`config.mk`:
```
export PLATFORM = sky130hd
export DESIGN_NAME = execute
export DESIGN_NICKNAME = d
export VERILOG_FILES = /design/src/common/proc_pkg.sv /design/src/execute/execute.sv
export SDC_FILE = /design/constraint.sdc
export NUM_CORES = 1
export LEC_CHECK = 0
export BUFFER_PORTS_ARGS = -buffer_cell sky130_fd_sc_hd__buf_2
export CORE_ASPECT_RATIO = 1.1
export CORE_MARGIN = 8
export CORE_UTILIZATION = 53
export DETAILED_ROUTE_END_ITERATION = 8
export MAX_ROUTING_LAYER = met4
export PLACE_DENSITY = 0.89
export REMOVE_ABC_BUFFERS = 1
export SLEW_MARGIN = 0
export SYNTH_ARGS = -nofsm -noshare
export SYNTH_HDL_FRONTEND = slang
export SYNTH_SLANG_ARGS = --single-unit
```
`constraint.sdc`:
```
create_clock -name clk -period 3.71 [get_ports clk]
set_clock_uncertainty 0.05 [all_clocks]
set_input_delay 0.371 -clock clk [delete_from_list [all_inputs] [get_ports clk]]
set_output_delay 0.371 -clock clk [all_outputs]
set_load 0.01 [all_outputs]
```
`src/common/proc_pkg.sv`:
```
// --------------------------------------
// Widths are fixed by the 16-bit instruction format
// Addresses are byte addresses, word aligned
// --------------------------------------
package proc_pkg;

   localparam int IMEM_DEPTH = 256;
   localparam int NUM_REGS = 8;

   typedef logic [15:0] word_t;
   typedef logic [15:0] instr_t;
   typedef logic [2:0] reg_idx_t;
   typedef logic [7:0] pc_t;

   // Opcodes in instr[15:11]
   localparam logic [4:0] OP_HALT = 5'd0;
   localparam logic [4:0] OP_NOP = 5'd1;
   localparam logic [4:0] OP_ADDI = 5'd8;
   localparam logic [4:0] OP_LBI = 5'd24;
   localparam logic [4:0] OP_RTYPE = 5'd27;

   // APB address map
   localparam logic [11:0] ADDR_IMEM_BASE = 12'h000;
   localparam logic [11:0] ADDR_REG_BASE = 12'h400;
   localparam logic [11:0] ADDR_CTRL = 12'h800;

   typedef enum logic [2:0] {
      ALU_ADD,
      ALU_SUB,
      ALU_XOR,
      ALU_AND,
      ALU_PASS
   } alu_op_t;

   typedef enum logic {
      DEC_RUN,
      DEC_HALTED
   } dec_state_t;

   typedef struct packed {
      logic psel;
      logic penable;
      logic pwrite;
      logic [11:0] paddr;
      logic [31:0] pwdata;
   } apb_req_t;

   typedef struct packed {
      logic [31:0] prdata;
      logic pready;
      logic pslverr;
   } apb_rsp_t;

   typedef struct packed {
      logic start;
      logic run;
   } core_ctrl_t;

   typedef struct packed {
      logic en;
      pc_t addr;
      instr_t data;
   } imem_wr_t;

   typedef struct packed {
      logic valid;
      instr_t instr;
   } fetch_out_t;

   typedef struct packed {
      logic valid;
      alu_op_t alu_op;
      word_t a;
      word_t b;
      reg_idx_t rd;
      logic we;
      logic halt;
      logic illegal;
   } dec_to_ex_t;

   typedef struct packed {
      logic valid;
      logic we;
      reg_idx_t rd;
      word_t data;
      logic halt;
      logic illegal;
   } wb_t;

endpackage

```
`src/execute/execute.sv`:
```
// --------------------------------------
// Arithmetic wraps modulo 2^16, no flags
// --------------------------------------
`timescale 1ns/1ps

module execute (
   input  logic clk,
   input  logic rst,
   input  proc_pkg::dec_to_ex_t dec_to_ex,
   output proc_pkg::wb_t wb
);

   proc_pkg::word_t result;

   always_comb begin
      case (dec_to_ex.alu_op)
         proc_pkg::ALU_ADD: result = dec_to_ex.a + dec_to_ex.b;
         proc_pkg::ALU_SUB: result = dec_to_ex.a - dec_to_ex.b;
         proc_pkg::ALU_XOR: result = dec_to_ex.a ^ dec_to_ex.b;
         proc_pkg::ALU_AND: result = dec_to_ex.a & dec_to_ex.b;
         default: result = dec_to_ex.b;
      endcase
   end

   always_ff @(posedge clk) begin
      if (rst) begin
         wb.valid <= 1'b0;
      end else begin
         wb.valid <= dec_to_ex.valid;
         wb.we <= dec_to_ex.we;
         wb.rd <= dec_to_ex.rd;
         wb.data <= result;
         wb.halt <= dec_to_ex.halt;
         wb.illegal <= dec_to_ex.illegal;
      end
   end

   // Halt commits without touching the register file
   halt_never_writes: assert property (
      @(posedge clk) disable iff (rst) (wb.valid && wb.we) |-> !wb.halt
   );

endmodule

```
# ---- Yosys cells after proc, flatten, opt, wreduce, memory -nomap -nowiden
# Cells that the tools add are included.
dict set report word_totals {
  reg_bits 23
  input_bits 44
  output_inout_bits 23
  elab_cells 15
}
dict set report classes {
  n_addsub 2
  eq_ne 3
  n_mux 1
  n_bitwise 2
  reduce_logical 1
}
# operator count
set ops {}
lappend ops {{$pmux W16 S4} 1}
lappend ops {{$add A16 B16 Y16} 1}
lappend ops {{$and A16 B16 Y16} 1}
lappend ops {{$sub A16 B16 Y16} 1}
lappend ops {{$xor A16 B16 Y16} 1}
lappend ops {{$eq A3 B2 Y1 const B} 2}
lappend ops {{$eq A3 B1 Y1 const B} 1}
lappend ops {{$logic_not A3 Y1} 1}

# ---- Depth between registers and ports, before layout
# Gate-level depths: netlist (run 1).
dict set report depth {
  word_depth 2
  depth_mapped 14
  mapped_depth_nobuf 14
}

# ---- Worst setup path after synthesis (run 1)
# OpenSTA, ideal clock, no wires.
dict set report synth_timing {
  path_type {input to register}
  from {input dec_to_ex[38] in the netlist's numbering}
  to {register wb[9] in the netlist's numbering (data pin)}
  setup_time_ps 180
  arrival_ps 3131
  t_required_ps 3480
  slack_ps 349
  stages 13
  path_buffers 2
  cell_sequence {buf_2 > buf_1 > nand2_1 > o21ai_0 > inv_1 > ha_1 > nor2b_4 > o31a_2 > o21ai_0 > nand2b_1 > a21boi_0 > mux2_2 > a221oi_1}
}
dict set report synth_between {
  elab_chain_len 2
  elab_cells_between_ends 5
  classes_between {3 x eq/ne; 1 x mux; 1 x reduce/logical}
}
# element line_no
set synth_rtl {}
lappend synth_rtl {{start: declaration} execute.sv:9} ;# input proc_pkg::dec_to_ex_t dec_to_ex,
lappend synth_rtl {{$eq A3 B2 Y1 (tied with other cells)} execute.sv:16} ;# case (dec_to_ex.alu_op)
lappend synth_rtl {{$pmux W16 S4 *} execute.sv:16}
lappend synth_rtl {{via result[7]} execute.sv:13} ;# proc_pkg::word_t result;
lappend synth_rtl {{end: declaration} execute.sv:10} ;# output proc_pkg::wb_t wb
# The timed path passes the listed nets; every way through them passes the cells marked *.
# A chain may end at the register's enable or synchronous reset.

# ---- Worst setup path in the final report (run 1)
dict set report layout_timing {
  from {input dec_to_ex[39] in the netlist's numbering}
  to {register wb[17] in the netlist's numbering (data pin)}
}
# Same word-level chain as after synthesis.

==> metrics, run 1 <==
Detail Placement HPWL=approximately 5300 microns; Via density=around 5.9; PwrDens=between 200 and 300 mW/mm^2; leading cell type in the layout, fill and taps excluded=buf_2; Yosys cell types=55; # IOs=between 60 and 70; post-CTS setup buffers=0; clock sinks=23; Yosys top cell area share=~28%; Final Util=between 60% and 70%; Die Span Y=86.6 microns; vias in the first global route=between 2000 and 2500; Slew @ Worst Pin=just over 0.8 ns; largest net degree at the start of global routing=23; Biggest register=wb; CP Cell Sequence=buf_2, nor2_1, and2_1, a21oi_1, xnor2_1, ha_1, and2_0, o2111a_1, a311oi_2, o21ai_2, a311oi_2, xnor2_1, o31ai_2; final total power=roughly 0.00084 W; cell area after synthesis=between 0.002 and 0.0025 sq mm; Fmax achieved=a little over 0.3 GHz; initial antenna violation count=0; EDFF count, synth=22; Max-Cap Viols=0; Synth Flop Type=edfxtp_1; Mapped Cells=245; Worst path max stage delay=approximately 0.41 ns; DRC=0; Routed Antenna Nets=0; layout cells sized above 1=a little under a third; Place WS=about 0.16 ns; Worst slew margin=approximately 46%; Final Setup Violations=0; First-pass DRT Iterations=4; H-tree levels=1; WP data arrival=3.28 ns; Seq/Total Area, Yosys=roughly 28%; Max rail drop VDD=~0.17 mV; area leader, netlist=edfxtp_1; fin crit share=between 80% and 90%; Post-Syn Area per Cell=slightly below 10 sq um; vias after detailed routing=~2200; CTS tree=yes; static leakage=roughly 1.3 nW; Antenna diodes=0; final worst path period need=approximately 3.3 ns; Critical Path Start Type=primary input; core area=between 0.004 and 0.005 sq mm; Port Buffer Count=66; Post-CTS Resized=0; #FFs+latches synth=23; drt total wl=about 6300 microns; Root Buffer=clkbuf_8; outcome=finished clean; Final nets=391; GP Congestion=a little over 0.9; Layout area overhead=18.1%; Largest register FFs=23; CP max FO=9; total CTS buffers=3; Clock transition at path regs=about 0.08 ns; biggest registers after layout=wb: 23 flops; GR Overflow Total=0; final worst slack=0.393 ns; WP data required=roughly 3.7 ns; row count=25; critical path class=in2reg; yosys warns=0; DIE AREA=a little under 0.007 sq mm; Hold-fix buffers, CTS=0; Clock Tree Buf Depth=2; max-slew violations=0; Post-Route Setup TNS=0 ns; mean routed wirelength per cell=about 17 microns; GRT Resource Usage Total=between 15 and 20%; Critical-path top delay cell=and2_1; first-pass GRT wire length=10200 microns; DRT iter0 DRCs=~180; Horiz. Die Dim=about 80 microns; number of fillers in the final layout=around 340; most frequent cells in the layout=66 x buf_2, 32 x ha_1, 22 x edfxtp_1, 18 x a21oi_1; CP endpoint kind=flop; unrepaired setup endpoints after global routing=no; ranking of synthesized cells by area=edfxtp_1 28%, ha_1 17%, xnor2_1 5.8%; final hold violation count=0; Hold Path Class=in2reg; starting density of the core=around 56%; share of flip-flops with an asynchronous set or reset=0%
[cell type report]
cell class | count | area [sq um] | area share, %
clock inverter | 1 | 5.00 | 0.177
tap | 54 | 67.6 | 2.39
multi-input combinational | 201 | 1620 | 57.1
timing repair buffer | 71 | 368 | 13.0
sequential | 23 | 681 | 24.0
clock buffer | 3 | 41.3 | 1.46
inverter | 14 | 52.6 | 1.86
[per-stage QoR]
stage	cells	hold WS, ns	instance area, sq um
2_1_floorplan	238	0.393	2350
3_3_place_gp	363	0.497	2790
3_5_place_dp	363	0.498	2790
4_1_cts	367	0.223	2830
5_1_grt	367	0.225	2830
6_report	367	0.221	2830
[synthesized netlist by cell type, drive strengths merged, types with 2 or more instances]
cell type / instances
ha: 32
edfxtp: 22
a21oi: 18
nand2: 16
xnor2: 16
o21ai: 15
inv: 13
nor2: 13
mux2i: 10
mux2: 9
nand2b: 7
xor2: 7
buf: 5
nor3: 5
o21a: 5
a211oi: 4
a31oi: 4
nor2b: 4
a222oi: 3
and2: 3
a221oi: 2
a311oi: 2
and2b: 2
and3: 2
clkbuf: 2
nor3b: 2
nor4: 2
nor4b: 2
o211ai: 2
o31ai: 2
[worst max-delay path, delay by kind of cell]
family	cells	cell delay [ns]
compound gates	6	1.15
xor+xnor	2	0.36
simple gates	3	0.97
buf+inv	1	0.12
fa+ha+maj	1	0.30
[per-layer routing]
layer  wire, microns  global-route usage (%)
met5               0                       -
met3             564                    3.31
met1            2440                    20.2
met4             156                    6.29
met2            3130                    33.0
[power breakdown]
| group | switching [W] | internal (W) | leakage [nW] | total [W] |
|---|---|---|---|---|
| registers | 0.00000544 | 0.000318 | 0.224 | 0.000324 |
| clock network | 0.0000762 | 0.0000747 | 0.0255 | 0.000151 |
| logic | 0.000204 | 0.000165 | 1.05 | 0.000369 |
[worst paths after layout]
| kind | from | end | slack, ns | cells after the start |
|---|---|---|---|---|
| worst min-delay path | rst | wb[22] | 0.22 | 2 |
| worst max-delay path | dec_to_ex[39] | wb[17] | 0.39 | 13 |
[kinds of logic (layout without fill, tap and decap cells)]
kind of cell | Yosys count | in the layout | synth area share [%]
AOI/OAI and AO/OA | 66 | 66 | 18.9
and+or+nand+nor | 60 | 60 | 14.2
adders and majority gates | 33 | 33 | 17.5
xor gates and xnor gates | 23 | 23 | 8.40
DFF | 23 | 23 | 28.4
buffers and inverters | 21 | 89 | 4.17
muxes | 19 | 19 | 8.40
Power figures use the tool's default switching activity.
==> run 2: changes to the inputs <==
--- a/config.mk
+++ b/config.mk
@@ -13,7 +13,7 @@
 export MAX_ROUTING_LAYER = met4
 export PLACE_DENSITY = 0.89
 export REMOVE_ABC_BUFFERS = 1
-export SLEW_MARGIN = 0
+export SLEW_MARGIN = 15
 export SYNTH_ARGS = -nofsm -noshare
 export SYNTH_HDL_FRONTEND = slang
 export SYNTH_SLANG_ARGS = --single-unit
==> constraint.sdc (replaced) <==
create_clock -name clk -period 3.71 [get_ports clk]
set_clock_uncertainty 0.05 [all_clocks]
set_input_delay 0.742 -clock clk [delete_from_list [all_inputs] [get_ports clk]]
set_output_delay 0.742 -clock clk [all_outputs]
set_load 0.01 [all_outputs]
==> run 2 against run 1 <==
Critical path depth is the same. Combinational power grew 1%. Final cell count grew 1.9%. Sequential power is essentially flat. Hold slack gained 0.38 ns. Clock power is essentially flat. Sequential cell count is the same. Count of clock-buffer cells in the layout grew 1. Worst setup slack lost 0.13 ns. Via count shrank 1.3%. Final area grew 1.8%. Critical endpoint unchanged. Largest power group unchanged.
==> metrics, run 2 (same netlist as run 1, synthesis figures left out) <==
final worst path period need=around 3.5 ns; CP max FO=5; drt total wl=between 6000 and 7000 microns; CP endpoint kind=flop; Routed Antenna Nets=0; Final Hold Slack=~0.60 ns; max-slew violations=0; Biggest register=wb; Final Util=between 60 and 70%; Largest register FFs=23; CTS tree=yes; DIE AREA=around 0.007 sq mm; H-tree levels=1; Fmax achieved=around 0.29 GHz; crit path from=dec_to_ex[10]; starting density of the core=between 50% and 60%; area of placed instances=0.00284 sq mm; Root Buffer=clkbuf_8; GP Congestion=a little under 1; Via density=approximately 5.7; number of fillers in the final layout=345; Final Setup Violations=0; clock sinks=23; vias after detailed routing=between 2000 and 2500; final hold violation count=0; outcome=finished clean; Hold-fix buffers, CTS=0; Post-CTS Resized=0; critical path class=in2reg; Horiz. Die Dim=around 80 microns; Port Buffer Count=66; most frequent cells in the layout=66 x buf_2, 32 x ha_1, 22 x edfxtp_1, 18 x a21oi_1; fin crit share=between 90 and 100%; mean routed wirelength per cell=approximately 16 microns; unrepaired setup endpoints after global routing=no; Antenna diodes=0; initial antenna violation count=0; Clock transition at path regs=0.08 ns; Max rail drop VDD=0.132 mV; # IOs=67; WP data arrival=about 3.4 ns; Layout area overhead=20.2%; First-pass DRT Iterations=4; Detail Placement HPWL=approximately 5200 microns; Post-Route Setup TNS=0 ns; largest net degree at the start of global routing=23; post-CTS setup buffers=0; WP data required=between 3 and 4 ns; Final nets=398; DRC=0; GRT Resource Usage Total=between 10% and 20%; Hold Path Class=in2reg; Critical Path Start Type=primary input; Finished Cell Area=about 0.0029 sq mm; static leakage=1.33 nW; Max-Cap Viols=0; Clock Tree Buf Depth=2; vias in the first global route=2103; row count=25; area of the multi-input gates=0.00162 sq mm; register area=681 sq um; first-pass GRT wire length=9930 microns; leading cell type in the layout, fill and taps excluded=buf_2; biggest registers after layout=wb: 23 flops; final total power=roughly 0.00085 W; GR Overflow Total=0; DRT iter0 DRCs=120; layout cells sized above 1=31.6%; Worst slew margin=about 50%; Slew @ Worst Pin=0.770 ns; core area=0.00432 sq mm; Die Span Y=just under 90 microns; crit path to=wb[17]; total CTS buffers=3; PwrDens=294 mW/mm^2
==> run 2: metrics by stage <==
stage	worst slack, ns	std cells
global route	0.0250	374
floorplan	0.279	238
detailed placement	0.00593	370
finish	0.259	374
CTS	0.298	374
global placement	0.113	370
==> run 2: per-layer routing <==
layer,vias up,track usage (%),share of wire [%]
met5,-,-,0
li1,1066,-,-
met2,84,29.1,46
met1,979,22.6,44
met4,0,5.46,1.7
met3,10,2.48,7.9
==> run 2: worst min-delay path by stage <==
stage / startpoint / cells after the start / to
after floorplan: rst / 1 / wb[22]
after global placement: rst / 2 / wb[22]
after detailed placement: dec_to_ex[5] / 1 / wb[20]
after CTS: rst / 2 / wb[22]
after global routing: rst / 2 / wb[22]
final: rst / 2 / wb[22]
==> run 2: where the power goes <==
part	internal, W	switching, W
clock	0.0000764	0.0000725
sequential	0.000319	0.00000609
combinational	0.000172	0.000202
total	0.000567	0.000281
==> run 2: area by class of cell <==
| cell class | instances | area share, % |
|---|---|---|
| clock buffer | 4 | 1.56 |
| inverter | 14 | 1.82 |
| multi-input combinational | 201 | 56.1 |
| sequential | 23 | 23.6 |
| tap | 54 | 2.34 |
| timing repair buffer | 78 | 14.6 |
==> run 2: worst max-delay path, cell delays in order <==
cell,delay [ns]
buf_2,0.13
nor4_2,0.31
nor4b_4,0.38
nor2_1,0.09
xnor2_1,0.14
ha_1,0.33
and4_4,0.21
o2111a_1,0.12
a311oi_2,0.25
o21ai_2,0.13
a311oi_2,0.32
xnor2_1,0.19
o31ai_2,0.08
